===== config.mk =====
export PLATFORM = sky130hd
export DESIGN_NAME = iob_split
export DESIGN_NICKNAME = d
export VERILOG_FILES = /design/src/hdl/iob_bus_pkg.sv /design/src/hdl/iob_map_pkg.sv /design/src/hdl/iob_split.sv
export SDC_FILE = /design/constraint.sdc
export NUM_CORES = 1
export LEC_CHECK = 0
export BUFFER_PORTS_ARGS = -buffer_cell sky130_fd_sc_hd__buf_4
export CAP_MARGIN = 20
export CORE_AREA = 2 2 98 100
export CTS_BUF_LIST = sky130_fd_sc_hd__clkbuf_4
export CTS_CLUSTER_DIAMETER = 80
export DETAILED_ROUTE_END_ITERATION = 12
export DIE_AREA = 0 0 100 102
export SLEW_MARGIN = 20
export SYNTH_ARGS = -nofsm -noshare
export SYNTH_HDL_FRONTEND = slang
export SYNTH_SLANG_ARGS = --single-unit

===== constraint.sdc =====
create_clock -name clk_i -period 1.8 [get_ports clk_i]
set_clock_uncertainty 0.2 [all_clocks]
set_input_delay 0.36 -clock clk_i [delete_from_list [all_inputs] [get_ports clk_i]]
set_output_delay 0.36 -clock clk_i [all_outputs]
set_load 0.02 [all_outputs]

===== src/hdl/iob_bus_pkg.sv =====
package iob_bus_pkg;

   // native memory bus widths
   localparam int DATA_W = 32;
   localparam int ADDR_W = 12;  // byte address
   localparam int STRB_W = DATA_W / 8;

   // master to slave
   // nonzero wstrb marks a write, zero wstrb a read
   typedef struct packed {
      logic              avalid;
      logic [ADDR_W-1:0] addr;
      logic [DATA_W-1:0] wdata;
      logic [STRB_W-1:0] wstrb;
   } iob_req_t;

   // slave to master
   typedef struct packed {
      logic [DATA_W-1:0] rdata;
      logic              rvalid;  // one-cycle pulse after an accepted read
      logic              ready;   // level, request taken when avalid is also high
   } iob_resp_t;

endpackage


===== src/hdl/iob_map_pkg.sv =====
package iob_map_pkg;
   import iob_bus_pkg::*;

   localparam int N_MASTERS_C = 2;
   localparam int N_SLAVES_C  = 2;

   // slave number equals the value of the region bit
   localparam int SLV_RAM = 0;
   localparam int SLV_REG = 1;

   localparam int RAM_AW = 9;  // 512 words

   // register block layout
   localparam int REG_IDX_W     = 2;
   localparam int REG_SCRATCH_N = 3;  // indices 0 to 2
   localparam int REG_CNT_IDX   = 3;  // read-only write count

   localparam int BYTE_OFF_W = $clog2(STRB_W);
   localparam int REG_PAD_W  = ADDR_W - 1 - REG_IDX_W - BYTE_OFF_W;

   typedef struct packed {
      logic                  region;
      logic [RAM_AW-1:0]     word;
      logic [BYTE_OFF_W-1:0] boff;
   } ram_view_t;

   typedef struct packed {
      logic                  region;
      logic [REG_PAD_W-1:0]  pad;   // not decoded
      logic [REG_IDX_W-1:0]  idx;
      logic [BYTE_OFF_W-1:0] boff;
   } reg_view_t;

   // same address word, decoded by the RAM and by the register block
   typedef union packed {
      ram_view_t ram;
      reg_view_t regs;
   } iob_addr_u;

endpackage


===== src/hdl/iob_split.sv =====
module iob_split
   import iob_bus_pkg::*;
   import iob_map_pkg::*;
#(
   parameter int N_SLAVES = 2
) (
   input  logic                     clk_i,
   input  logic                     arst_n_i,

   // shared bus
   input  iob_req_t                 m_req_i,
   output iob_resp_t                m_resp_o,

   // slaves
   output iob_req_t  [N_SLAVES-1:0] s_req_o,
   input  iob_resp_t [N_SLAVES-1:0] s_resp_i
);

   localparam int SEL_W = (N_SLAVES > 1) ? $clog2(N_SLAVES) : 1;

   iob_addr_u        addr_u;
   logic [SEL_W-1:0] sel;
   logic [SEL_W-1:0] sel_q;  // slave addressed last cycle

   assign addr_u = m_req_i.addr;
   assign sel    = SEL_W'(addr_u.ram.region);  // region bit picks the slave

   // same request to all slaves, avalid only where it belongs
   always_comb begin
      for (int i = 0; i < N_SLAVES; i++) begin
         s_req_o[i]        = m_req_i;
         s_req_o[i].avalid = m_req_i.avalid && (sel == SEL_W'(i));
      end
   end

   always_comb begin
      m_resp_o        = '0;
      m_resp_o.rdata  = s_resp_i[sel_q].rdata;
      m_resp_o.rvalid = s_resp_i[sel_q].rvalid;
      m_resp_o.ready  = s_resp_i[sel].ready;  // same cycle as the request
   end

   always_ff @(posedge clk_i or negedge arst_n_i) begin
      if (!arst_n_i) begin
         sel_q <= '0;
      end else begin
         sel_q <= sel;
      end
   end

endmodule


==> impl_metrics.csv, run 1 <==
group,metric,value,unit
critical_path,path_max_fanout,33,
status,status,"finished clean",
sta,slew_headroom,0.8429,
layout,largest_reg_flops,1,
critical_path,required,1.24,ns
layout,drive_gt1_frac,0.9797,
synth,synth_edf_count,0,
synth,synth_simple_gate_area_share,0.009443,
power,p_seq_frac,0.054,
routing,drt_iter0_drc,3,
synth,synth_cell_types,8,
flow_run,drv_cap,0,
critical_path,critPathBufInv,2,
power,irDropWorstVdd,68.17,uV
routing,top_layer,"met4",
routing,remaining_drc_errors,0,
global_routing,antenna_found_initial,0,
floorplanning,fp.dieH,102,um
layout,syn2layout_area_growth,14.83,%
synth,synthFlopType,"dfrtp_1",
sta,drv_slew,0,
sta,hold_viol,0,
critical_path,cpPeakStageDelay,0.37,ns
routing,dr_wl_met2,2.289,mm
critical_path,critPathTopFamily,"buffers and inverters",
routing,drtAntennaViolNets,0,
routing,wirelength,4.224,mm
power,p_switching,0.1725,mW
synth,synthCells,137,
power,p_sw_frac,0.3732,
floorplanning,dieWidth,100,um
place,placed_cells,258,
floorplanning,dieArea,10200,um^2
layout,reg_top3,"sel_q: 1 flops",
layout,fin_util,0.1670,
critical_path,setup.worst_path.start_class,"flip-flop",
place,port-buffer-count,109,
global_routing,grt-ovfl-total,0,
critical_path,cp.arrival,1.13,ns
place,gp_congestion,0.8064,
critical_path,slowest_stage,"mux2_2",
layout,regMostFlops,"sel_q",
floorplanning,io_pins,251,
critical_path,critPathCaptureType,"output port",
min_path,hold_depth,1,
synth,synth_top_family_by_area,"buffers and inverters",
floorplanning,core-area,9109,um^2
power,clkPwrFrac,0,
routing,wl_met1,886,um
layout,stdcell_count,259,
synth,ys.warnings.count,0,
critical_path,worstSetupPathType,"flip-flop to output port",
synth,synth-adder-area-share,0,
routing,dr.pass1.iters,2,
synth,ys_ff_latch,1,
routing,met3_length,815,um
clock_network,post_cts_resized,0,
global_routing,grt_max_degree,34,
synth,syn_avg_cell_area,9.672,um^2
synth,synth_area_leaders,"buf_4 54%, mux2_4 34%, buf_12 4.5%, mux2_2 3.4%, dfrtp_1 1.9%",
sta,setup_viol,0,
floorplanning,initial_core_util,0.1455,
place,post_dp_cell_area,1511,um^2
global_routing,grt_pass1_wl,5.078,mm
synth,synth_most_common_cell,"buf_4",
routing,via_per_inst,3.317,
synth,synth_top_area_share,0.5439,
synth,synth_area_leader_cell,"buf_4",
routing,wl_per_cell,16.31,um
critical_path,crit_path_cell_trace,"buf_12 > mux2_2 > buf_4",
layout,multi_input_area,508.0,um^2
power,combPwrFrac,0.946,
synth,synth_mux_area_frac,0.3739,
power,pwr_density_cell,303.8,nW/um^2
synth,synth_xor_area_frac,0,
sta,max_freq,591.9,MHz
global_routing,grt_pass1_vias,857,
clock_network,clk_pin_slew,0,ns
clock_network,postCtsHoldBufs,1,
sta,finalCriticalPeriod,1.689,ns
synth,synth_compound_area_frac,0,
layout,seq_area,26.28,um^2
sta,rsz0062_at_grt,"no",
synth,synthArstFlopShare,1.000,
layout,final_nets,269,
layout,diodes,0,
critical_path,cp.depth,3,
place,dp_hpwl,3.807,mm
power,p_leak,0.8155,nW
global_routing,grt_usage,0.06614,
layout,fillCellCount,1008,
clock_network,cts_setup_buffers,0,
power,power.total,0.4622,mW
routing,num_vias,859,
min_path,hp-class,"primary input to flip-flop",
sta,worstMarginPinSlew,0.2356,ns
floorplanning,rows,35,
layout,fin_area,1521,um^2
sta,final.period_utilization,0.9385,
synth,yosysSeqAreaShare,0.01889,
power,internal_power,0.2897,mW
synth,synthTopCellsByCount,"96 x buf_4, 30 x mux2_4, 4 x mux2_2",
synth,synth_area,1325,um^2
sta,fin_tns_setup,0,ns
synth,syn-num-nets,256,
[power by group through the flow]
stage | clock network (mW) | logic (mW) | registers [mW]
after detailed placement | 0 | 0.438 | 0.0253
final | 0 | 0.437 | 0.0251
after global placement | 0 | 0.437 | 0.0251
after CTS | 0 | 0.441 | 0.0252
after floorplan | 0 | 0.532 | 0.0245
after global routing | 0 | 0.459 | 0.0254
[routing by layer]
| metal | vias up | global-route usage |
|---|---|---|
| li1 | 369 | - |
| met1 | 335 | 0.03645 |
| met2 | 126 | 0.1471 |
| met3 | 29 | 0.03762 |
| met4 | 0 | 0.03688 |
| met5 | - | 0 |
[logic make-up (layout without fill, tap and decap cells)]
family	count (synthesis)	in the layout
multiplexers	34	34
buffers and inverters	100	111
AND/OR/NAND/NOR	2	2
flip-flops	1	1
[area by class of cell]
cell class	count	area share
multi-input combinational	36	0.3339
sequential	1	0.01727
tap	111	0.09128
timing repair buffer	111	0.5576
[metrics by stage]
stage | setup WS [ns] | hold WS [ns]
2_1_floorplan | 0.2804 | -0.1356
3_3_place_gp | 0.1224 | -0.06482
3_5_place_dp | 0.1132 | -0.06367
4_1_cts | 0.1175 | 0.3317
5_1_grt | 0.06942 | 0.3391
6_report | 0.1106 | 0.3292
[path summary, 6_finish.rpt]
check / slack, ns / to / startpoint
max in group asynchronous: 0.81 / sel_q / arst_n_i
setup / recovery: 0.11 / m_resp_o[30] / sel_q
hold / removal: 0.33 / sel_q / m_req_i[47]
min in group asynchronous: 0.50 / sel_q / arst_n_i
[placed cells by master, fill, tap and decap left out, drive strengths merged]
| master | instances |
|---|---|
| and2 | 1 |
| buf | 110 |
| dfrtp | 1 |
| dlygate4sd3 | 1 |
| mux2 | 34 |
| nor2b | 1 |
Note: power is estimated with default switching activity, not from simulation.
==> run 2, diff against run 1 <==
--- a/constraint.sdc
+++ b/constraint.sdc
@@ -3,3 +3,3 @@
 set_input_delay 0.36 -clock clk_i [delete_from_list [all_inputs] [get_ports clk_i]]
 set_output_delay 0.36 -clock clk_i [all_outputs]
-set_load 0.02 [all_outputs]
+set_load 0.1 [all_outputs]
==> impl_metrics.csv, run 2 (same netlist as run 1, synthesis figures left out) <==
group,metric,value,unit
floorplanning,dieWidth,100,um
routing,wirelength,4.255,mm
critical_path,setup.worst_path.start_class,"flip-flop",
min_path,hold_end,"sel_q",
floorplanning,core-area,9109,um^2
critical_path,required,1.24,ns
global_routing,gr-usage-met1,0.04221,
sta,drv_slew,0,
place,dp_hpwl,3.854,mm
critical_path,path_max_fanout,12,
layout,syn2layout_area_growth,15.58,%
sta,hold_viol,0,
layout,largest_reg_flops,1,
global_routing,grt-ovfl-total,0,
sta,worstMarginPinSlew,0.2954,ns
global_routing,busiest_layer,"met2",
sta,rsz0062_at_grt,"no",
critical_path,cpPeakStageDelay,0.36,ns
sta,fin_tns_setup,0,ns
critical_path,crit_path_cell_trace,"buf_4 > mux2_4 > buf_4",
floorplanning,dieArea,10200,um^2
floorplanning,fp.dieH,102,um
sta,timing.hold.ws,0.3289,ns
layout,diodes,0,
routing,dr.pass1.iters,3,
layout,regMostFlops,"sel_q",
power,combPwrFrac,0.971,
power,p_seq_frac,0.029,
floorplanning,io_pins,251,
global_routing,grt_max_degree,22,
global_routing,grt_pass1_wl,5.119,mm
layout,drive_gt1_frac,0.9866,
floorplanning,initial_core_util,0.1455,
floorplanning,rows,35,
routing,via_per_inst,3.300,
layout,layout_common_cells,"110 x buf_4, 30 x mux2_4, 4 x mux2_2",
critical_path,critPathTopFamily,"buffers and inverters",
place,gp_congestion,0.7792,
place,port-buffer-count,109,
min_path,hp-class,"primary input to flip-flop",
power,p_leak,0.8213,nW
power,irDropWorstVdd,168.5,uV
global_routing,grt_pass1_vias,852,
clock_network,post_cts_resized,0,
routing,num_vias,858,
routing,drtAntennaViolNets,0,
sta,final.period_utilization,0.9647,
power,p_switching,0.5739,mW
min_path,min_from,"m_req_i[47]",
flow_run,drv_cap,0,
critical_path,critPathCaptureType,"output port",
critical_path,critPathBufInv,2,
critical_path,cp.arrival,1.18,ns
routing,drt_iter0_drc,6,
global_routing,grt_usage,0.06831,
layout,reg_top3,"sel_q: 1 flops",
power,p_sw_frac,0.6613,
status,status,"finished clean",
min_path,hold_depth,1,
sta,max_freq,575.9,MHz
sta,setup_viol,0,
sta,slew_headroom,0.8047,
critical_path,slowest_stage,"dfrtp_2",
power,pwr_density_cell,566.7,nW/um^2
layout,layout_commonest_cell,"buf_4",
global_routing,use_met3,0.02326,
power,internal_power,0.2939,mW
critical_path,crit_top_cell,"buf_4",
power,clkPwrFrac,0,
global_routing,antenna_found_initial,0,
critical_path,worstSetupPathType,"flip-flop to output port",
global_routing,grt_use_met2,0.1497,
layout,final_nets,270,
clock_network,clk_pin_slew,0,ns
routing,wl_per_cell,16.37,um
sta,finalCriticalPeriod,1.736,ns
routing,remaining_drc_errors,0,
## run 2: cell count changes in the layout (fill, tap and decap cells not counted), sizes merged
cell  change
buf       +1
## run 2: power groups by stage
stage / logic (mW) / clock network [mW] / registers (mW)
after floorplan: 1.61 / 0 / 0.0245
after global placement: 0.841 / 0 / 0.0255
after detailed placement: 0.843 / 0 / 0.0256
after CTS: 0.845 / 0 / 0.0256
after global routing: 0.862 / 0 / 0.0257
final: 0.842 / 0 / 0.0255
## run 2: worst max path at each step
stage,startpoint,end,slack [ns],depth (start not counted)
5_1_grt,sel_q,m_resp_o[13],0.04,3
2_1_floorplan,m_req_i[48],s_req_o[48],0.06,1
3_5_place_dp,sel_q,m_resp_o[15],0.07,3
4_1_cts,sel_q,m_resp_o[15],0.07,3
3_3_place_gp,sel_q,m_resp_o[16],0.08,3
6_report,sel_q,m_resp_o[15],0.06,3
## run 2: what timing repair did
| item | 4_1_cts | 5_1_grt |
|---|---|---|
| hold endpoints to repair | 1 | 0 |
| buffers inserted | 0 | 0 |
| hold buffers | 1 | 0 |
## run 2: stage by stage
step	instance area [um^2]	setup WS, ns	cells	total power [mW]	utilization
4_1_cts	1531	0.06693	260	0.8705	0.1681
3_3_place_gp	1521	0.07805	259	0.8662	0.1670
6_report	1531	0.06357	260	0.8678	0.1681
5_1_grt	1531	0.03619	260	0.8876	0.1681
3_5_place_dp	1521	0.06544	259	0.8683	0.1670
2_1_floorplan	1328	0.06259	137	1.639	-
## run 2: layer usage
layer	wire [um]	vias up
li1	-	369
met1	975	339
met2	2267	110
met3	687	40
met4	325	0
met5	0	-
## run 2: cell type report
cell class / count / area [um^2]
fill: 1015 / 7577
multi-input combinational: 36 / 510.5
timing repair buffer: 112 / 855.8
tap: 111 / 138.9
sequential: 1 / 26.28
==> run 3, diff against run 2 <==
SETUP_SLACK_MARGIN = 0.3   (was default)
==> impl_metrics.csv, run 3 (same netlist as run 1, synthesis figures left out) <==
group,metric,value,unit
status,status,"finished clean",
sta,max_freq,586.1,MHz
sta,rsz0062_at_grt,"yes",
floorplanning,rows,35,
layout,reg_top3,"sel_q: 1 flops",
global_routing,antenna_found_initial,0,
power,p_switching,0.6043,mW
sta,worstMarginPinSlew,0.2843,ns
layout,stdcell_count,262,
critical_path,critPathTopFamily,"flip-flops",
layout,largest_reg_flops,1,
power,internal_power,0.4268,mW
layout,layout_common_cells,"75 x buf_4, 31 x mux2_4, 21 x buf_12",
critical_path,required,1.24,ns
place,gp_congestion,0.7244,
layout,regMostFlops,"sel_q",
floorplanning,io_pins,251,
layout,syn2layout_area_growth,45.89,%
routing,num_vias,908,
global_routing,grt_max_degree,25,
global_routing,grt_pass1_vias,828,
power,p_sw_frac,0.5860,
layout,fillCellCount,942,
layout,diodes,0,
routing,wirelength,5.046,mm
floorplanning,initial_core_util,0.1455,
sta,fin_tns_setup,0,ns
layout,fin_util,0.2122,
layout,drive_gt1_frac,0.9934,
layout,layout_commonest_cell,"buf_4",
sta,hold_viol,0,
place,post_dp_cell_area,1528,um^2
routing,dr.pass1.iters,4,
sta,final.period_utilization,0.9479,
power,p_leak,0.9770,nW
routing,remaining_drc_errors,0,
critical_path,worstSetupPathType,"flip-flop to output port",
layout,fin_area,1933,um^2
critical_path,critPathBufInv,2,
power,irDropWorstVdd,172.7,uV
floorplanning,dieArea,10200,um^2
layout,multi_input_area,520.5,um^2
power,combPwrFrac,0.974,
critical_path,cp.arrival,1.15,ns
critical_path,crit_path_cell_trace,"clkbuf_16 > mux2_4 > buf_8",
power,power.total,1.031,mW
place,port-buffer-count,109,
critical_path,cpPeakStageDelay,0.44,ns
clock_network,clk_pin_slew,0,ns
critical_path,path_max_fanout,12,
critical_path,setup.worst_path.start_class,"flip-flop",
sta,timing.hold.ws,0.4022,ns
sta,setup_viol,0,
routing,wl_per_cell,19.26,um
floorplanning,dieWidth,100,um
flow_run,drv_cap,0,
layout,seq_area,26.28,um^2
critical_path,slowest_stage,"dfrtp_2",
place,dp_hpwl,4.038,mm
place,dp_slack,0.07135,ns
critical_path,critPathCaptureType,"output port",
sta,finalCriticalPeriod,1.706,ns
global_routing,grt_usage,0.06943,
routing,via_per_inst,3.466,
power,p_seq_frac,0.026,
min_path,hp-class,"primary input to flip-flop",
sta,drv_slew,0,
global_routing,grt_pass1_wl,5.230,mm
floorplanning,core-area,9109,um^2
power,pwr_density_cell,533.4,nW/um^2
place,placed_cells,259,
floorplanning,fp.dieH,102,um
layout,final_nets,272,
power,clkPwrFrac,0,
routing,drt_iter0_drc,2,
sta,slew_headroom,0.8120,
sta,setup_slack,0.09383,ns
routing,drtAntennaViolNets,0,
global_routing,grt-ovfl-total,0,
[run 3: cell count changes in the layout (fill, tap and decap cells not counted), sizes merged]
cell	previous run	this run
buf	111	112
clkbuf	0	1
[run 3: power groups by stage]
stage	Clock, mW	Sequential (mW)	Combinational (mW)
floorplan	0	0.0245	1.62
finish	0	0.0271	1.00
global placement	0	0.0254	0.836
detailed placement	0	0.0256	0.838
global route	0	0.0271	1.03
CTS	0	0.0255	0.874
[run 3: area by class of cell]
cell class | instances | share of cell area
multi-input cells | 36 | 0.2693
repair buffers | 114 | 0.6453
flip-flops and latches | 1 | 0.01359
well taps | 111 | 0.07184
[run 3: worst paths after layout]
path	start	end	slack, ns	cells past startpoint
worst max-delay path	sel_q	m_resp_o[32]	0.09	3
min in group asynchronous	arst_n_i	sel_q	0.53	2
max in group asynchronous	arst_n_i	sel_q	0.77	2
worst min-delay path	m_req_i[47]	sel_q	0.40	2
[run 3: per-layer routing]
layer,vias up,track usage,wire length (um)
met4,0,0.04110,302
met5,-,0,0
met2,113,0.1403,2646
met1,380,0.04382,1152
li1,374,-,-
met3,41,0.04720,945
[run 3: timing repair]
item,CTS,global route
setup buffers,1,0
cloned,0,1
hold buffers,1,0
gates resized for setup,21,69
endpoints found under the setup margin,34,34
endpoints found under the hold margin,1,0
