<file path="src/hdl/iob_bus_pkg.sv">
package iob_bus_pkg;

   // native memory bus widths
   localparam int DATA_W = 32;
   localparam int ADDR_W = 12;  // byte address
   localparam int STRB_W = DATA_W / 8;

   // master to slave
   // nonzero wstrb marks a write, zero wstrb a read
   typedef struct packed {
      logic              avalid;
      logic [ADDR_W-1:0] addr;
      logic [DATA_W-1:0] wdata;
      logic [STRB_W-1:0] wstrb;
   } iob_req_t;

   // slave to master
   typedef struct packed {
      logic [DATA_W-1:0] rdata;
      logic              rvalid;  // one-cycle pulse after an accepted read
      logic              ready;   // level, request taken when avalid is also high
   } iob_resp_t;

endpackage

</file>
<file path="src/hdl/iob_merge.sv">
module iob_merge
   import iob_bus_pkg::*;
#(
   parameter int N_MASTERS = 2
) (
   input  logic                      clk_i,
   input  logic                      arst_n_i,

   // masters
   input  iob_req_t  [N_MASTERS-1:0] m_req_i,
   output iob_resp_t [N_MASTERS-1:0] m_resp_o,

   // shared bus
   output iob_req_t                  s_req_o,
   input  iob_resp_t                 s_resp_i
);

   localparam int SEL_W = (N_MASTERS > 1) ? $clog2(N_MASTERS) : 1;

   logic [SEL_W-1:0] sel;
   logic [SEL_W-1:0] sel_q;  // master that owned the bus last cycle

   // priority encoder, highest index wins
   always_comb begin
      sel = sel_q;  // hold while the bus is not ready
      if (s_resp_i.ready) begin
         sel = '0;
         for (int k = 0; k < N_MASTERS; k++) begin
            if (m_req_i[k].avalid) begin
               sel = SEL_W'(k);
            end
         end
      end
   end

   assign s_req_o = m_req_i[sel];

   // ready follows the current winner,
   // read data follows last cycle's winner
   always_comb begin
      for (int j = 0; j < N_MASTERS; j++) begin
         m_resp_o[j] = '0;
         if (SEL_W'(j) == sel_q) begin
            m_resp_o[j].rdata  = s_resp_i.rdata;
            m_resp_o[j].rvalid = s_resp_i.rvalid;
         end
         if (SEL_W'(j) == sel) begin
            m_resp_o[j].ready = s_resp_i.ready;  // losers see ready low
         end
      end
   end

   always_ff @(posedge clk_i or negedge arst_n_i) begin
      if (!arst_n_i) begin
         sel_q <= '0;
      end else begin
         sel_q <= sel;  // every cycle
      end
   end

endmodule

</file>
<file path="config.mk">
export PLATFORM = sky130hd
export DESIGN_NAME = iob_merge
export DESIGN_NICKNAME = d
export VERILOG_FILES = /design/src/hdl/iob_bus_pkg.sv /design/src/hdl/iob_merge.sv
export SDC_FILE = /design/constraint.sdc
export NUM_CORES = 1
export LEC_CHECK = 0
export ABC_AREA = 1
export BUFFER_PORTS_ARGS = -buffer_cell sky130_fd_sc_hd__buf_4
export CAP_MARGIN = 30
export CORE_AREA = 2 2 98 100
export CTS_CLUSTER_DIAMETER = 100
export DETAILED_ROUTE_END_ITERATION = 8
export DIE_AREA = 0 0 100 102
export SYNTH_ARGS = -nofsm -noshare
export SYNTH_HDL_FRONTEND = slang
export SYNTH_SLANG_ARGS = --single-unit
export TNS_END_PERCENT = 20
</file>
<file path="constraint.sdc">
create_clock -name clk_i -period 1.9 [get_ports clk_i]
set_input_delay 0.095 -clock clk_i [delete_from_list [all_inputs] [get_ports clk_i]]
set_output_delay 0.095 -clock clk_i [all_outputs]
set_load 0.02 [all_outputs]
</file>
==> results.yml, run 1 <==
power:
  p_per_area_nw_per_um2: 361
  power.total_uw: 1200
  leakage_uw: 0.00232
  peakVddDrop_mv: 0.130
synth:
  ys_seq_elements: 1
  synth-compound-area-share: 0
  avgSynthCellArea_um2: 4.30
  synthesis.nets: 451
  yosysUniqueCellTypes: 10
  synth_top_family_by_area: "simple AND/OR/NAND/NOR gates"
  yosysSeqAreaShare: 0.0183
  synthAdderAreaFrac: 0
  postSynthCellCount: 317
  syn_area_um2: 1360
  synth-simple-area-share: 0.689
  synthMuxAreaShare: 0
  synth_xor_area_frac: 0
  yosysWarningCount: 0
global_route:
  antenna_found_initial: 1
  overflow: 0
  grt_pass1_vias: 2375
  grt_pass1_wl_um: 11100
  track_usage: 0.129
  grt_max_degree: 67
placed_design:
  placed_area_um2: 3320
  dpl.hpwl_um: 6270
  post-place-ws_ns: 0.594
  io_buffers: 250
  routabilityCongestion: 0.742
die:
  io_pins: 251
  initial_core_util: 0.150
  placement_rows: 35
  fp.coreArea_um2: 9110
  fp.dieH_um: 102
  die-area_um2: 10200
  die_x_um: 100
outcome:
  status: "complete, no violations"
finish:
  largest_register: "sel_q"
  largest_reg_flops: 1
  antenna_cells: 0
  final_cell_mix: "buf_4 (254), nand3_1 (97), nand2_1 (86), inv_1 (70), nor2_1 (33)"
  layout-drive-gt1-share: 0.475
  final_common_cell: "buf_4"
  fin_nets: 683
  reg_top3: "sel_q: 1 flops"
  syn_to_final_growth_pct: 144
  fin_area_um2: 3330
detailed_routing:
  drc: 0
  wl_um: 7620
  vias: 2736
  dr.pass1.iters: 4
  ant_nets: 0
  wl_per_cell_um: 11.6
  drtIter0Drc: 61
  via_per_inst: 4.16
sta:
  grt_setup_unrepaired: "no"
  fin_tns_setup_ns: 0
  final_max_slew_viol_count: 0
  fin_ws_ns: 0.609
  period_minus_slack_ns: 1.29
  finalSetupViolCount: 0
  finalHoldViolations: 0
  fin_crit_sh: 0.679
  whs_ns: 0.446
  maxSlewHeadroom: 0.628
  clock_skew_ns: 0
  worst_pin_slew_ns: 0.558
  fmax_ghz: 0.775
critical_path:
  startpoint: "sel_q$_DFF_PN0_"
  cp-start-kind: "register"
  crit_type: "register to primary output"
  r2r_start: "sel_q$_DFF_PN0_"
  end_kind: "primary output"
  required_ns: 1.80
  arrival_ns: 1.20
  path_max_fanout: 66
cts:
  cts_resized: 0
  clk_latency_ns: 0
  clk_pin_slew_worst_paths_ns: 0
flow_run:
  maxCapViolations: 0
min_path:
  hold_path_class: "input port to async pin"
## worst max-delay path, stage by stage, from the launching register on
cell and delay, ns:
dfrtp_2 0.37, buf_4 0.49, nand2_1 0.10, inv_1 0.09
buf_4 0.14
## cell type report
type                    count  area, µm²
fillers                   982       5780
flip-flops and latches      1       26.3
multi-input cells         218        945
well taps                 111        139
inverters                  71        267
repair buffers            257       1960
## metal layers
metal	wire, µm	global-route usage
met1	2880	0.149
met2	3950	0.258
met3	783	0.0260
met4	2	0
met5	12	0
## final timing paths
kind	end	cells past startpoint	slack, ns
worst max-delay path	m_resp_o[38]	4	0.61
worst max register to register	sel_q$_DFF_PN0_	3	0.98
max in group asynchronous	sel_q$_DFF_PN0_	2	1.36
worst min register to register	sel_q$_DFF_PN0_	3	0.74
min in group clk_i	m_resp_o[52]	4	0.48
worst min-delay path	sel_q$_DFF_PN0_	2	0.45
## cell families after synthesis
family	count (synthesis)
simple gates	218
buf+inv	98
flops	1
## through the flow
| stage | util | instances |
|---|---|---|
| finish | 0.366 | 658 |
| floorplan | - | 317 |
| detailed placement | 0.365 | 657 |
| global placement | 0.365 | 657 |
| CTS | 0.366 | 658 |
| global route | 0.366 | 658 |
## where the power goes
part	internal [µW]	switching, µW
clock network	0	0
registers	24.0	2.18
logic	549	630
## cell usage after synthesis
master / number / area share
nand3_1: 97 / 0.36
nand2_1: 88 / 0.24
inv_1: 70 / 0.19
nor2_1: 33 / 0.091
buf_2: 13 / 0.048
clkbuf_1: 8 / 0.022
buf_4: 4 / 0.022
buf_1: 2 / 0.0055
dfrtp_1: 1 / 0.018
inv_2: 1 / 0.0027
## what timing repair did
item	CTS	global route
hold buffers	1	0
buffers inserted	0	0
endpoints found under the hold margin	1	0
Note: power is estimated with default switching activity, not from simulation.
==> run 2: changes to the inputs <==
--- a/config.mk
+++ b/config.mk
@@ -8,10 +8,10 @@
 export ABC_AREA = 1
 export BUFFER_PORTS_ARGS = -buffer_cell sky130_fd_sc_hd__buf_4
 export CAP_MARGIN = 30
-export CORE_AREA = 2 2 98 100
+export CORE_AREA = 2 2 96 98
 export CTS_CLUSTER_DIAMETER = 100
 export DETAILED_ROUTE_END_ITERATION = 8
-export DIE_AREA = 0 0 100 102
+export DIE_AREA = 0 0 98 100
 export SYNTH_ARGS = -nofsm -noshare
 export SYNTH_HDL_FRONTEND = slang
 export SYNTH_SLANG_ARGS = --single-unit
==> constraint.sdc (replaced) <==
create_clock -name clk_i -period 1.1 [get_ports clk_i]
set_input_delay 0.055 -clock clk_i [delete_from_list [all_inputs] [get_ports clk_i]]
set_output_delay 0.055 -clock clk_i [all_outputs]
set_load 0.02 [all_outputs]
==> run 2 against run 1 <==
Effect of this change: the flow now finishes with violations (negative setup slack); register-to-register slack got worse by 0.80 ns; clock skew stayed put; power rose by 96%; cell area is 12% higher; global-route usage increased by 0.86 points; cell count rose by 1.5%; core utilization grew 5.3 points; sequential cell count stayed put; setup slack got worse by 0.62 ns; critical path type unchanged.
==> results.yml, run 2 (synthesis results as in run 1) <==
outcome:
  status: "complete, but fails checks"
  violations: "negative setup slack"
global_route:
  grt_max_degree: 61
  grt_use_met1: 0.158
  grt_pass1_wl_um: 11700
  met2_usage: 0.274
  antenna_found_initial: 0
  top_usage_layer: "met2"
  overflow: 0
  grt_pass1_vias: 2465
  use_met3: 0.0306
  track_usage: 0.137
sta:
  clock_skew_ns: 0
  grt_setup_unrepaired: "yes"
  finalHoldViolations: 0
  period_minus_slack_ns: 1.11
  fin_crit_sh: 1.01
  fmax_ghz: 0.904
  fin_ws_ns: -0.00597
  finalSetupViolCount: 2
  whs_ns: 0.399
  final_max_slew_viol_count: 0
  worst_pin_slew_ns: 0.204
  fin_tns_setup_ns: -0.00931
  maxSlewHeadroom: 0.864
critical_path:
  path_max_fanout: 23
  worst_path_max_delay_cell: "dfrtp_2"
  regToRegSetupSlack_ns: 0.18
  crit_path_max_incr_delay_ns: 0.42
  cp-endpoint: "s_req_o[15]"
  reg2reg_depth: 3
  path_buf_inv: 3
  crit_type: "register to primary output"
  startpoint: "sel_q$_DFF_PN0_"
  cp.depth: 6
  cp_cell_sequence: "inv_2, nand2_4, buf_12, nand3_1, nand2_1, buf_6"
  rr_endpoint: "sel_q$_DFF_PN0_"
  required_ns: 1.04
  r2r_start: "sel_q$_DFF_PN0_"
  cp-start-kind: "register"
  critical-path-top-delay-family: "flip-flops"
  end_kind: "primary output"
  arrival_ns: 1.05
cts:
  clk_latency_ns: 0
  clk_pin_slew_worst_paths_ns: 0
finish:
  fin_area_um2: 3730
  multi_input_area_um2: 990
  ff_latch_area_um2: 26.3
  fillers: 955
  final_cell_mix: "buf_4 (223), nand3_1 (92), nand2_1 (85), inv_1 (70)"
  layout-drive-gt1-share: 0.501
  final_common_cell: "buf_4"
  largest_register: "sel_q"
  fin_nets: 693
  antenna_cells: 0
  largest_reg_flops: 1
  reg_top3: "sel_q: 1 flops"
  final-instance-count-excl-fill: 668
  syn_to_final_growth_pct: 173
detailed_routing:
  wl_um: 8430
  dr.pass1.iters: 4
  wl_per_cell_um: 12.6
  drc: 0
  vias: 2836
  drtIter0Drc: 81
  via_per_inst: 4.25
  ant_nets: 0
die:
  placement_rows: 35
  fp.dieH_um: 100
  fp.coreArea_um2: 8890
  io_pins: 251
  initial_core_util: 0.153
  die-area_um2: 9800
  die_x_um: 98
power:
  peakVddDrop_mv: 0.265
  p_per_area_nw_per_um2: 633
  leakage_uw: 0.00249
placed_design:
  io_buffers: 250
  post-place-ws_ns: -0.0577
  dp.cells: 662
  routabilityCongestion: 0.772
  dpl.hpwl_um: 6430
  placed_area_um2: 3420
flow_run:
  maxCapViolations: 0
min_path:
  hold_path_class: "input port to async pin"
-- run 2: cell count changes in the layout (fill, tap and decap cells not counted), moves of 2 or more --
cell       before  now
buf_4         254  223
buf_6           0   30
clkbuf_16       0    4
nand3_1        97   92
nor2_1         33   30
nand2_4         0    2
nand3_2         0    5
buf_12          2    7
nor2_2          0    3
-- run 2: cell type report --
type | instances | area share
Tap cell | 111 | 0.0373
Timing Repair Buffer | 267 | 0.619
Inverter | 71 | 0.0715
Multi-Input combinational cell | 218 | 0.266
Sequential cell | 1 | 0.00705
-- run 2: through the flow --
step                power [µW]  utilization
floorplan                 1050            -
global placement          2130        0.385
detailed placement        2150        0.385
CTS                       2160        0.386
global route              2520        0.419
finish                    2360        0.419
-- run 2: per-layer routing --
metal | vias up | wire length [µm]
met5 | - | 0
met4 | 0 | 0
met3 | 0 | 831
met2 | 150 | 4590
met1 | 1253 | 3010
li1 | 1433 | -
-- run 2: how the worst min path moves through the flow --
| stage | endpoint | slack [ns] | depth (start not counted) |
|---|---|---|---|
| 2_1_floorplan | sel_q$_DFF_PN0_ | -0.24 | 0 |
| 3_3_place_gp | sel_q$_DFF_PN0_ | -0.17 | 1 |
| 3_5_place_dp | sel_q$_DFF_PN0_ | -0.16 | 1 |
| 4_1_cts | m_resp_o[64] | 0.40 | 4 |
| 5_1_grt | m_resp_o[57] | 0.42 | 4 |
| 6_report | sel_q$_DFF_PN0_ | 0.40 | 2 |
-- run 2: power breakdown --
part	internal (µW)	leakage [µW]	switching [µW]	total [µW]
Clock	0	0	0	0
Combinational	1140	0.00248	1170	2310
Sequential	41.4	0.0000110	5.93	47.3
-- run 2: repair_timing --
item,in CTS,in global routing
endpoints found under the setup margin,92,107
cloned,0,5
setup buffers,0,0
hold endpoints to repair,1,0
hold buffers,1,0
resized for setup,1,46
pin swaps,0,3
==> run 3: changes to the inputs <==
--- a/config.mk
+++ b/config.mk
@@ -6,12 +6,15 @@
 export NUM_CORES = 1
 export LEC_CHECK = 0
 export ABC_AREA = 1
-export BUFFER_PORTS_ARGS = -buffer_cell sky130_fd_sc_hd__buf_4
+export BUFFER_PORTS_ARGS = -buffer_cell sky130_fd_sc_hd__buf_2
 export CAP_MARGIN = 30
-export CORE_AREA = 2 2 96 98
+export CELL_PAD_IN_SITES_DETAIL_PLACEMENT = 1
+export CELL_PAD_IN_SITES_GLOBAL_PLACEMENT = 1
+export CORE_MARGIN = 2
+export CORE_UTILIZATION = 12
 export CTS_CLUSTER_DIAMETER = 100
 export DETAILED_ROUTE_END_ITERATION = 8
-export DIE_AREA = 0 0 98 100
+export PLACE_DENSITY_LB_ADDON = 0.1
 export SYNTH_ARGS = -nofsm -noshare
 export SYNTH_HDL_FRONTEND = slang
 export SYNTH_SLANG_ARGS = --single-unit
==> run 3 against run 2 <==
Effect of this change: the run still ends with negative setup slack left; sequential share of layout area increased by 0.059 points; global-route usage grew 0.33 points; setup slack worse by 0.017 ns; die area increased by 25%; cell count is 4.2% higher; via count up 3.3%; clock skew is the same; first-iteration DRC count rose by 27%; maximum frequency down 1.5%; sequential cell count unchanged.
==> results.yml, run 3 (synthesis results as in run 1) <==
outcome:
  status: "complete, but fails checks"
  violations: "negative setup slack"
power:
  p_per_area_nw_per_um2: 657
  peakVddDrop_mv: 0.211
  leakage_uw: 0.00237
die:
  die-area_um2: 12200
  initial_core_util: 0.124
  fp.coreArea_um2: 11000
  placement_rows: 38
  fp.dieH_um: 111
  die_x_um: 111
  io_pins: 251
critical_path:
  path_max_fanout: 25
  cp-start-kind: "register"
  cp-endpoint: "s_req_o[22]"
  crit_type: "register to primary output"
  crit_path_max_incr_delay_ns: 0.41
  r2r_start: "sel_q$_DFF_PN0_"
  worst_path_max_delay_cell: "dfrtp_2"
  critical-path-top-delay-family: "flip-flops"
  required_ns: 1.04
  cp_cell_sequence: "nand2_4, buf_16, nand3_1, nand2_1, buf_6"
  regToRegSetupSlack_ns: 0.16
  startpoint: "sel_q$_DFF_PN0_"
  arrival_ns: 1.07
  rr_endpoint: "sel_q$_DFF_PN0_"
  end_kind: "primary output"
  reg2reg_depth: 3
  path_buf_inv: 2
  cp.depth: 5
cts:
  clk_pin_slew_worst_paths_ns: 0
  clk_latency_ns: 0
detailed_routing:
  vias: 2930
  wl_per_cell_um: 14.0
  dr.pass1.iters: 4
  drc: 0
  ant_nets: 0
  drtIter0Drc: 103
  via_per_inst: 4.21
  wl_um: 9730
sta:
  whs_ns: 0.400
  maxSlewHeadroom: 0.866
  fin_ws_ns: -0.0226
  worst_pin_slew_ns: 0.202
  fin_crit_sh: 1.02
  finalHoldViolations: 0
  fin_tns_setup_ns: -0.0489
  grt_setup_unrepaired: "yes"
  finalSetupViolCount: 6
  clock_skew_ns: 0
  final_max_slew_viol_count: 0
  period_minus_slack_ns: 1.12
  fmax_ghz: 0.891
finish:
  syn_to_final_growth_pct: 152
  largest_register: "sel_q"
  final_cell_mix: "buf_2 (153), nand3_1 (85), nand2_1 (81), inv_1 (70), buf_4 (58)"
  antenna_cells: 0
  reg_top3: "sel_q: 1 flops"
  final-instance-count-excl-fill: 696
  multi_input_area_um2: 1050
  fillers: 1473
  largest_reg_flops: 1
  final_common_cell: "buf_2"
  ff_latch_area_um2: 26.3
  utilization: 0.313
  layout-drive-gt1-share: 0.523
  fin_nets: 692
global_route:
  grt_max_degree: 41
  track_usage: 0.141
  grt_pass1_wl_um: 14600
  overflow: 0
  grt_pass1_vias: 2898
  antenna_found_initial: 0
placed_design:
  dpl.hpwl_um: 7190
  dp.cells: 692
  io_buffers: 250
  routabilityCongestion: 0.773
flow_run:
  maxCapViolations: 0
min_path:
  hold_path_class: "input port to async pin"
## run 3: cell types whose count changed in the layout (fill, tap and decap cells not counted), sizes merged
cell    before  now
clkbuf       4    0
buf        262  265
## run 3: final cells by class
type                       count  area share
inverter                      71      0.0775
multi-input combinational    218       0.307
sequential                     1     0.00764
tap                          140      0.0509
timing repair buffer         266       0.557
## run 3: timing repair
action | in CTS | in global routing
pin swaps | 24 | 2
gates resized for setup | 65 | 110
endpoints found under the setup margin | 67 | 115
endpoints found under the hold margin | 1 | 0
gates cloned | 3 | 0
buffers inserted | 0 | 0
hold buffers | 1 | 0
## run 3: power breakdown
group	switching [µW]	internal (µW)
logic	1210	998
clock network	0	0
registers	4.80	41.4
total	1220	1040
## run 3: through the flow
stage	setup WS [ns]	area, µm²	total power [µW]
2_1_floorplan	0.00857	1370	1050
3_3_place_gp	-0.0970	2810	1800
3_5_place_dp	-0.112	2810	1820
4_1_cts	-0.0106	3100	2060
5_1_grt	-0.0901	3440	2430
6_report	-0.0226	3440	2260
## run 3: worst reg2reg max path: stages, from the launching register on
cell and delay [ns]:
dfrtp_2 0.41, nand2_4 0.14, buf_16 0.19, nand2_1 0.07
## run 3: layer usage
| layer | track usage | wire (µm) | vias to the layer above | share of wire |
|---|---|---|---|---|
| li1 | - | - | 1431 | - |
| met1 | 0.154 | 3590 | 1337 | 0.37 |
| met2 | 0.283 | 5260 | 154 | 0.54 |
| met3 | 0.0296 | 775 | 8 | 0.080 |
| met4 | 0.0133 | 108 | 0 | 0.011 |
| met5 | 0 | 0 | - | 0 |
## run 3: how the worst min path moves through the flow
stage	cells past startpoint	to	slack [ns]
after floorplan	0	sel_q$_DFF_PN0_	-0.24
after global placement	1	sel_q$_DFF_PN0_	-0.17
after detailed placement	1	sel_q$_DFF_PN0_	-0.16
after CTS	2	sel_q$_DFF_PN0_	0.40
after global routing	2	sel_q$_DFF_PN0_	0.42
final	2	sel_q$_DFF_PN0_	0.40
