==> src/hdl/iob_bus_pkg.sv <==
package iob_bus_pkg;

   // native memory bus widths
   localparam int DATA_W = 32;
   localparam int ADDR_W = 12;  // byte address
   localparam int STRB_W = DATA_W / 8;

   // master to slave
   // nonzero wstrb marks a write, zero wstrb a read
   typedef struct packed {
      logic              avalid;
      logic [ADDR_W-1:0] addr;
      logic [DATA_W-1:0] wdata;
      logic [STRB_W-1:0] wstrb;
   } iob_req_t;

   // slave to master
   typedef struct packed {
      logic [DATA_W-1:0] rdata;
      logic              rvalid;  // one-cycle pulse after an accepted read
      logic              ready;   // level, request taken when avalid is also high
   } iob_resp_t;

endpackage

==> src/hdl/iob_map_pkg.sv <==
package iob_map_pkg;
   import iob_bus_pkg::*;

   localparam int N_MASTERS_C = 2;
   localparam int N_SLAVES_C  = 2;

   // slave number equals the value of the region bit
   localparam int SLV_RAM = 0;
   localparam int SLV_REG = 1;

   localparam int RAM_AW = 9;  // 512 words

   // register block layout
   localparam int REG_IDX_W     = 2;
   localparam int REG_SCRATCH_N = 3;  // indices 0 to 2
   localparam int REG_CNT_IDX   = 3;  // read-only write count

   localparam int BYTE_OFF_W = $clog2(STRB_W);
   localparam int REG_PAD_W  = ADDR_W - 1 - REG_IDX_W - BYTE_OFF_W;

   typedef struct packed {
      logic                  region;
      logic [RAM_AW-1:0]     word;
      logic [BYTE_OFF_W-1:0] boff;
   } ram_view_t;

   typedef struct packed {
      logic                  region;
      logic [REG_PAD_W-1:0]  pad;   // not decoded
      logic [REG_IDX_W-1:0]  idx;
      logic [BYTE_OFF_W-1:0] boff;
   } reg_view_t;

   // same address word, decoded by the RAM and by the register block
   typedef union packed {
      ram_view_t ram;
      reg_view_t regs;
   } iob_addr_u;

endpackage

==> src/hdl/iob_regs_slave.sv <==
module iob_regs_slave
   import iob_bus_pkg::*;
   import iob_map_pkg::*;
(
   input  logic      clk_i,
   input  logic      arst_n_i,
   input  iob_req_t  req_i,
   output iob_resp_t resp_o
);

   iob_addr_u         addr_u;
   logic              wr_acc;
   logic              rd_acc;
   logic              is_cnt;
   logic [DATA_W-1:0] scratch [REG_SCRATCH_N];
   logic [DATA_W-1:0] wr_cnt;  // count of accepted writes
   logic [DATA_W-1:0] rd_word;
   logic [DATA_W-1:0] rdata_q;
   logic              rvalid_q;

   assign addr_u = req_i.addr;
   assign is_cnt = (int'(addr_u.regs.idx) == REG_CNT_IDX);

   // always ready
   assign wr_acc = req_i.avalid && (|req_i.wstrb);
   assign rd_acc = req_i.avalid && (req_i.wstrb == '0);

   always_ff @(posedge clk_i or negedge arst_n_i) begin
      if (!arst_n_i) begin
         for (int i = 0; i < REG_SCRATCH_N; i++) begin
            scratch[i] <= '0;
         end
         wr_cnt   <= '0;
         rvalid_q <= 1'b0;
      end else begin
         rvalid_q <= rd_acc;
         if (wr_acc) begin
            wr_cnt <= wr_cnt + DATA_W'(1);  // counts writes to the count register too
            if (!is_cnt) begin
               for (int b = 0; b < STRB_W; b++) begin
                  if (req_i.wstrb[b]) begin
                     scratch[addr_u.regs.idx][b*8 +: 8] <= req_i.wdata[b*8 +: 8];
                  end
               end
            end
         end
      end
   end

   // read mux
   always_comb begin
      rd_word = wr_cnt;
      if (!is_cnt) begin
         rd_word = scratch[addr_u.regs.idx];
      end
   end

   always_ff @(posedge clk_i) begin
      if (rd_acc) begin
         rdata_q <= rd_word;
      end
   end

   assign resp_o.rdata  = rdata_q;
   assign resp_o.rvalid = rvalid_q;
   assign resp_o.ready  = 1'b1;

endmodule

==> config.mk <==
export PLATFORM = sky130hd
export DESIGN_NAME = iob_regs_slave
export DESIGN_NICKNAME = d
export VERILOG_FILES = /design/src/hdl/iob_bus_pkg.sv /design/src/hdl/iob_map_pkg.sv /design/src/hdl/iob_regs_slave.sv
export SDC_FILE = /design/constraint.sdc
export NUM_CORES = 1
export LEC_CHECK = 0
export CORE_ASPECT_RATIO = 1.4
export CORE_UTILIZATION = 65
export DETAILED_ROUTE_END_ITERATION = 16
export DONT_BUFFER_PORTS = 1
export PLACE_DENSITY = 0.84
export SYNTH_ARGS = -nofsm -noshare
export SYNTH_HDL_FRONTEND = slang
export SYNTH_SLANG_ARGS = --single-unit
==> constraint.sdc <==
create_clock -name clk_i -period 3.8 [get_ports clk_i]
set_input_delay 0.57 -clock clk_i [delete_from_list [all_inputs] [get_ports clk_i]]
set_output_delay 0.57 -clock clk_i [all_outputs]
set_load 0.02 [all_outputs]
==> results.py, run 1 <==
metrics = {
    "grt": {
        "grt_use_total": 0.268,
        "grt_pass1_wl_mm": 21.6,
        "antenna_found_initial": 0,
        "grt_max_degree": 130,
        "grt-ovfl-total": 0,
        "grt_pass1_vias": 4179,
    },
    "timing": {
        "layout_min_cycle_time_ns": 2.02,
        "slew_viol_final": 0,
        "worst_slack_ns": 1.78,
        "whs_ns": 0.0681,
        "hold_violations": 0,
        "fin_crit_sh": 0.531,
        "fmax_ghz": 0.495,
        "finClkSkew_ns": 0.00903,
        "slew_headroom": 0.387,
        "worst_pin_slew_ns": 0.919,
        "fin_tns_setup_ns": 0,
        "setup_viol": 0,
        "rsz0062_at_grt": "false",
    },
    "worst_setup_path": {
        "critPathBufInv": 0,
        "cp.required_ns": 4.15,
        "worstPathCellList": "nand4_1 > or4_1 > nor3_1 > xor2_1",
        "cpPeakStageDelay_ns": 0.78,
        "startpoint_type": "flop",
        "worst-r2r-cell-count": 4,
        "r2r-start": "wr_cnt[3]",
        "crit_family": "simple AND/OR/NAND/NOR gates",
        "critPathSlowestCell": "or4_1",
        "cp.arrival_ns": 2.37,
        "critical_path_class": "reg -> reg",
        "path_max_fanout": 10,
        "regToRegSetupSlack_ns": 1.78,
        "endpoint_kind": "flop",
        "regToRegEndpoint": "wr_cnt[22]",
    },
    "yosys": {
        "ys_async_sr_fraction": 0.801,
        "netlist.area_leader.share": 0.465,
        "ys_types": 34,
        "dominantRegCellSynth": "dfrtp_1",
        "ys_top_cells_by_count": "129 x dfrtp_1, 96 x mux2_2, 32 x edfxtp_1",
        "synth_seq_area_share": 0.603,
        "post-synth-top-count-cell": "dfrtp_1",
        "synth_edf_count": 32,
        "ys_ff_latch": 161,
        "syn_area_um2": 6940,
        "synth_cells": 438,
        "synth.net_count": 490,
        "avgSynthCellArea_um2": 15.9,
        "synth_warnings": 0,
        "synth_top_cell_by_area": "dfrtp_1",
        "synthTopCellsByArea": "dfrtp_1 46%, mux2_2 16%, edfxtp_1 14%",
    },
    "cts": {
        "cts_root_buffer": "clkbuf_16",
        "clk_pin_slew_ns": 0.07,
        "clock_path_buffers": 2,
        "clock_sinks": 161,
        "numCtsBuffers": 17,
        "htreeDepth": 4,
        "cts_setup_buffers": 0,
        "cts_tree": "yes",
        "clock_latency_ns": 0.42,
    },
    "floorplanning": {
        "io_pins": 85,
        "initial_core_util": 0.667,
        "die_area_um2": 11100,
        "die_h_um": 124,
        "core_area_um2": 10400,
        "rows": 44,
        "die_w_um": 89.3,
    },
    "place": {
        "port_buffers": 0,
        "dp_slack_ns": 1.67,
        "place.gp.congestion": 0.759,
        "dp_hpwl_mm": 8.38,
        "placed_area_um2": 7000,
        "dp.cells": 554,
    },
    "route": {
        "ant_nets": 0,
        "drt-vias-per-instance": 6.41,
        "drt-initial-drc-count": 200,
        "drt_pre_antenna_iters": 4,
        "wl_per_cell_um": 22.3,
        "vias": 3761,
        "route.detailed.drc": 0,
        "drt-total-wl_mm": 13.1,
    },
    "power_and_ir_drop": {
        "peakVddDrop_uv": 415,
        "powerDensity_nw_per_um2": 587,
        "total_leakage_power_nw": 3.12,
        "power_mw": 4.48,
    },
    "layout": {
        "fin_cells": 587,
        "utilization": 0.734,
        "design_area_um2": 7640,
        "num_antenna_cells": 0,
        "drive_gt1_frac": 0.374,
        "fin_nets": 488,
        "area_growth_pct": 10.0,
    },
    "min_path": {
        "hold_class": "in -> async",
    },
    "status": {
        "status": "completed",
    },
    "job": {
        "maxCapViolCount": 0,
    },
}
-- final cells by class --
class / instances / area (µm²)
Tap cell: 138 / 173
Multi-Input combinational cell: 250 / 2620
Fill cell: 634 / 2770
Timing Repair Buffer: 1 / 27.5
Clock buffer: 19 / 443
Inverter: 5 / 18.8
Clock inverter: 13 / 164
Sequential cell: 161 / 4190
-- kinds of logic (layout without fill, tap and decap cells) --
logic type               Yosys count  count (layout)  share of synthesized area
AND/OR/NAND/NOR                   87              87                     0.0723
multiplexers                     128             128                      0.260
AO/OA/AOI/OAI                      2               2                    0.00397
buffers and inverters             27              38                     0.0189
XOR/XNOR                          31              31                     0.0391
adder cells (fa/ha/maj)            1               1                    0.00180
flip-flops                       161             161                      0.603
other                              1               1                   0.000540
-- power by group --
part,switching [mW],total (mW),internal [mW]
Clock,0.685,1.74,1.05
Sequential,0.184,2.24,2.06
Combinational,0.167,0.504,0.337
Total,1.04,4.48,3.44
-- what timing repair did --
item	4_1_cts	5_1_grt
endpoints found under the setup margin	0	0
resized for setup	0	0
hold buffers	1	0
hold endpoints to repair	129	0
-- how the worst max path moves through the flow --
stage / startpoint / to / slack [ns] / depth (start not counted)
after floorplan: req_i[48] / rdata_q[0] / 1.56 / 3
after global placement: req_i[0] / wr_cnt[31] / 1.70 / 4
after detailed placement: req_i[0] / wr_cnt[25] / 1.67 / 4
after CTS: wr_cnt[3] / wr_cnt[25] / 1.79 / 4
after global routing: wr_cnt[3] / wr_cnt[22] / 1.69 / 4
final: wr_cnt[3] / wr_cnt[22] / 1.78 / 4
-- sequential cells by signal (all words and copies together) (netlist names) --
signal    flops
rdata_q      32
rvalid_q      1
scratch      96
wr_cnt       32
-- worst register-to-register path, delay by kind of cell, from the launching register on --
family / cells / cell delay [ns]
simple gates: 3 / 1.29
flops: 1 / 0.48
xor+xnor: 1 / 0.16
-- metal layers --
metal | track usage | part of all wire
met5 | 0 | 0
met4 | 0.117 | 0.033
met1 | 0.334 | 0.37
met3 | 0.0769 | 0.051
met2 | 0.433 | 0.54
-- placed cells by master (no fill, tap or decap), types with 8 or more instances in the layout --
master / netlist / layout
clkbuf_16: 0 / 17
nor3_1: 11 / 11
nand3_1: 15 / 15
edfxtp_1: 32 / 32
nand2_1: 20 / 20
mux4_2: 31 / 31
xor2_1: 21 / 21
dfrtp_1: 129 / 129
xnor2_1: 10 / 10
nor2_1: 8 / 8
mux2_2: 96 / 96
No activity file was read; power rests on OpenSTA's default activity.
==> inputs of run 2 (changes only) <==
- CORE_UTILIZATION: 65 -> 57
- PLACE_DENSITY: 0.84 -> 0.78
- clock period: 3.8 -> 1.7 ns (I/O delays scaled with it)
==> results.py, run 2 (synthesis results as in run 1) <==
metrics = {
    "status": {
        "status": "finished with violations",
        "failed_checks": "negative hold slack, negative setup slack",
    },
    "worst_setup_path": {
        "worst-r2r-cell-count": 6,
        "critical_path_class": "reg -> reg",
        "cp.arrival_ns": 2.06,
        "endpoint_kind": "flop",
        "path_max_fanout": 10,
        "startpoint_type": "flop",
        "cp.required_ns": 2.05,
    },
    "min_path": {
        "hold_class": "in -> async",
    },
    "route": {
        "ant_nets": 0,
        "drt_pre_antenna_iters": 4,
        "wl_per_cell_um": 21.0,
        "route.detailed.drc": 0,
        "vias": 4026,
        "drt-initial-drc-count": 192,
        "drt-total-wl_mm": 14.0,
        "drt-vias-per-instance": 6.05,
    },
    "timing": {
        "rsz0062_at_grt": "true",
        "worst_slack_ns": -0.0151,
        "fmax_ghz": 0.583,
        "hold_violations": 129,
        "layout_min_cycle_time_ns": 1.72,
        "setup_viol": 1,
        "slew_viol_final": 0,
        "fin_crit_sh": 1.01,
        "finClkSkew_ns": 0.00708,
        "whs_ns": -0.477,
    },
    "grt": {
        "grt_pass1_vias": 4414,
        "grt_pass1_wl_mm": 22.6,
        "grt-ovfl-total": 0,
        "grt_use_total": 0.244,
        "antenna_found_initial": 0,
        "grt_max_degree": 130,
    },
    "layout": {
        "mostFrequentLayoutCell": "dfrtp_1",
        "layout_common_cells": "129 x dfrtp_1, 96 x mux2_2, 34 x buf_4",
        "largest_reg_flops": 96,
        "num_antenna_cells": 0,
        "top_register": "scratch",
        "area_growth_pct": 20.3,
        "fin_nets": 557,
        "multi_input_area_um2": 2700,
        "num-fill-cells": 752,
        "drive_gt1_frac": 0.421,
        "seqCellArea_um2": 4190,
        "largestRegisters": "scratch (96), rdata_q (32), wr_cnt (32)",
    },
    "floorplanning": {
        "die_h_um": 133,
        "initial_core_util": 0.587,
        "core_area_um2": 11800,
        "io_pins": 85,
        "die_w_um": 95.3,
        "die_area_um2": 12600,
        "rows": 47,
    },
    "power_and_ir_drop": {
        "p_int_mw": 7.85,
        "powerDensity_nw_per_um2": 1220,
        "combPwrFrac": 0.132,
        "p_clk_frac": 0.384,
        "switching_share": 0.232,
        "p_switching_mw": 2.37,
        "peakVddDrop_uv": 846,
        "total_leakage_power_nw": 3.48,
        "p_seq_frac": 0.484,
        "power_mw": 10.2,
    },
    "place": {
        "dp_slack_ns": -0.0142,
        "port_buffers": 0,
        "dp_hpwl_mm": 8.88,
        "place.gp.congestion": 0.768,
    },
    "cts": {
        "clk_pin_slew_ns": 0.06,
        "cts_root_buffer": "clkbuf_16",
        "clock_path_buffers": 2,
        "htreeDepth": 4,
        "numCtsBuffers": 17,
        "clock_sinks": 161,
        "clock_latency_ns": 0.42,
        "cts_hold_buffers": 32,
        "cts_tree": "yes",
    },
    "job": {
        "maxCapViolCount": 0,
    },
}
-- run 2: cell count changes in the layout (fill, tap and decap cells not counted), sizes merged --
cell | before | now
buf | 1 | 38
clkinvlp | 2 | 1
dlygate4sd3 | 0 | 32
clkinv | 8 | 5
inv | 5 | 10
clkbuf | 19 | 18
-- run 2: stage by stage --
step / instances / TNS, ns / cell area, µm² / utilization
after CTS: 663 / 0 / 8280 / 0.700
after floorplan: 438 / 0 / 6940 / -
final: 665 / -0.0151 / 8350 / 0.707
after detailed placement: 599 / -0.0142 / 7320 / 0.620
after global placement: 599 / 0 / 7320 / 0.620
after global routing: 665 / -0.458 / 8350 / 0.707
-- run 2: final cells by class --
type | count | area share
timing repair buffer | 70 | 0.0775
sequential | 161 | 0.502
inverter | 5 | 0.00225
multi-input combinational | 250 | 0.324
clock buffer | 18 | 0.0514
clock inverter | 14 | 0.0216
tap | 147 | 0.0220
-- run 2: repair_timing --
action	in CTS	in global routing
endpoints found under the setup margin	3	14
endpoints found under the hold margin	225	129
buffers inserted	0	2
pin swaps	0	4
resized for setup	5	11
-- run 2: worst paths after layout --
check / start / endpoint / slack, ns
hold reg to reg: wr_cnt[26] / wr_cnt[26] / 0.49
hold / removal: arst_n_i / scratch[40] / -0.48
max in group asynchronous: arst_n_i / wr_cnt[28] / 2.01
setup / recovery: wr_cnt[1] / wr_cnt[20] / -0.02
min in group clk_i: req_i[39] / rdata_q[3] / 0.08
setup reg to reg: wr_cnt[1] / wr_cnt[20] / -0.02
-- run 2: power groups by stage --
stage | Combinational [mW] | Clock, mW | Sequential, mW
2_1_floorplan | 0.983 | 0 | 4.92
3_3_place_gp | 1.19 | 0 | 4.93
3_5_place_dp | 1.26 | 0 | 5.01
4_1_cts | 1.35 | 3.98 | 4.94
5_1_grt | 1.46 | 4.11 | 5.01
6_report | 1.35 | 3.92 | 4.94
-- run 2: worst max-delay path, stage by stage (launching register included) --
cell and delay, ns:
dfrtp_1 0.36, ha_2 0.18, nand4_1 0.09, or4_1 0.45, buf_6 0.19, nor4_4 0.22, xor2_1 0.16
-- run 2: per-layer routing --
layer	routed length, µm	part of all wire	global-route usage	vias up
met5	0	0	0	-
met4	243	0.017	0.0926	0
met3	529	0.038	0.0661	17
met2	7880	0.56	0.419	90
met1	5320	0.38	0.287	2155
li1	-	-	-	1764
==> inputs of run 3 (changes only) <==
- CORE_UTILIZATION: 57 -> 63
- PLACE_DENSITY: 0.78 -> 0.82
- clock period: 1.7 -> 1.8 ns (I/O delays scaled with it)
==> results.py, run 3 (synthesis results as in run 1) <==
metrics = {
    "worst_setup_path": {
        "critical_path_class": "reg -> reg",
        "cp.arrival_ns": 2.14,
        "endpoint_kind": "flop",
        "startpoint_type": "flop",
        "cp.required_ns": 2.14,
        "cp-endpoint": "wr_cnt[27]",
        "regToRegSetupSlack_ns": -0.006,
        "regToRegEndpoint": "wr_cnt[27]",
        "path_max_fanout": 14,
        "cp-startpoint": "wr_cnt[6]",
        "r2r-start": "wr_cnt[6]",
        "worst-r2r-cell-count": 5,
    },
    "timing": {
        "fin_tns_setup_ns": -0.00583,
        "slew_viol_final": 0,
        "finClkSkew_ns": 0.00695,
        "fmax_ghz": 0.554,
        "hold_violations": 129,
        "layout_min_cycle_time_ns": 1.81,
        "setup_viol": 1,
        "fin_crit_sh": 1.00,
        "whs_ns": -0.461,
        "rsz0062_at_grt": "true",
        "worst_slack_ns": -0.00583,
    },
    "place": {
        "port_buffers": 0,
        "dp_hpwl_mm": 8.57,
        "place.gp.congestion": 0.766,
        "dp.cells": 585,
    },
    "min_path": {
        "hold_class": "in -> async",
    },
    "floorplanning": {
        "die_w_um": 90.7,
        "die_h_um": 126,
        "io_pins": 85,
        "core_area_um2": 10800,
        "rows": 45,
        "die_area_um2": 11500,
        "initial_core_util": 0.642,
    },
    "layout": {
        "largest_reg_flops": 96,
        "num-fill-cells": 678,
        "largestRegisters": "scratch (96), rdata_q (32), wr_cnt (32)",
        "drive_gt1_frac": 0.397,
        "area_growth_pct": 18.5,
        "fin_nets": 550,
        "top_register": "scratch",
        "fin_cells": 652,
        "seqCellArea_um2": 4190,
        "num_antenna_cells": 0,
        "layout_common_cells": "129 x dfrtp_1, 96 x mux2_2, 33 x dlygate4sd3_1",
        "mostFrequentLayoutCell": "dfrtp_1",
        "multi_input_area_um2": 2670,
    },
    "grt": {
        "grt_use_total": 0.277,
        "grt_max_degree": 130,
        "grt_pass1_vias": 4495,
        "antenna_found_initial": 0,
        "grt-ovfl-total": 0,
        "grt_pass1_wl_mm": 23.6,
    },
    "route": {
        "vias": 4105,
        "wl_per_cell_um": 22.5,
        "route.detailed.drc": 0,
        "drt-vias-per-instance": 6.30,
        "drt-total-wl_mm": 14.7,
        "drt_pre_antenna_iters": 5,
        "drt-initial-drc-count": 296,
        "ant_nets": 0,
    },
    "cts": {
        "clock_sinks": 161,
        "cts_root_buffer": "clkbuf_16",
        "clock_latency_ns": 0.42,
        "cts_tree": "yes",
        "clock_path_buffers": 2,
        "numCtsBuffers": 17,
        "htreeDepth": 4,
        "clk_pin_slew_ns": 0.06,
    },
    "power_and_ir_drop": {
        "total_leakage_power_nw": 3.42,
        "powerDensity_nw_per_um2": 1170,
        "power_mw": 9.64,
        "peakVddDrop_uv": 807,
    },
    "status": {
        "status": "finished with violations",
        "failed_checks": "negative hold slack, negative setup slack",
    },
    "job": {
        "maxCapViolCount": 0,
    },
}
[run 3: per-layer routing]
| metal | track usage | share of wire | vias up |
|---|---|---|---|
| met5 | 0 | 0 | - |
| met3 | 0.0658 | 0.048 | 34 |
| met2 | 0.484 | 0.56 | 123 |
| li1 | - | - | 1749 |
| met1 | 0.323 | 0.37 | 2199 |
| met4 | 0.124 | 0.023 | 0 |
[run 3: layout make-up]
class | count | share of cell area
well taps | 141 | 0.0214
multi-input cells | 250 | 0.325
repair buffers | 63 | 0.0685
clock inverters | 10 | 0.0163
flip-flops and latches | 161 | 0.509
inverters | 5 | 0.00228
clock buffers | 22 | 0.0577
[run 3: what timing repair did]
action                                 4_1_cts  5_1_grt
buffers inserted                             0        2
endpoints found under the hold margin      196      131
setup endpoints to repair                    1       15
pin swaps                                    0        2
resized for setup                            1        9
hold buffers                                31        2
[run 3: power breakdown]
part           internal (mW)  leakage, nW  switching [mW]
Clock                   2.28        0.296            1.40
Combinational          0.846         1.27           0.412
Sequential              4.34         1.85           0.353
[run 3: worst min path at each step]
| stage | end | cells past startpoint |
|---|---|---|
| after detailed placement | scratch[91] | 0 |
| after CTS | scratch[91] | 0 |
| after global routing | scratch[91] | 0 |
| after global placement | scratch[91] | 0 |
| after floorplan | rvalid_q | 0 |
| final | scratch[91] | 0 |
[run 3: critical path, stage by stage, from the launching register on]
cell and delay, ns:
dfrtp_1 0.40, nand4_1 0.17, or3_1 0.41, buf_6 0.19
nor4_2 0.36, xor2_1 0.19
[run 3: per-stage QoR]
stage,hold WS [ns],worst slack (ns),area (µm²),utilization
after floorplan,-0.0256,0.165,6940,-
after global placement,-0.0221,0.145,7220,0.668
after detailed placement,-0.0228,0.0490,7220,0.668
after CTS,-0.468,0.0194,8140,0.753
after global routing,-0.471,-0.112,8230,0.761
final,-0.461,-0.00583,8230,0.761
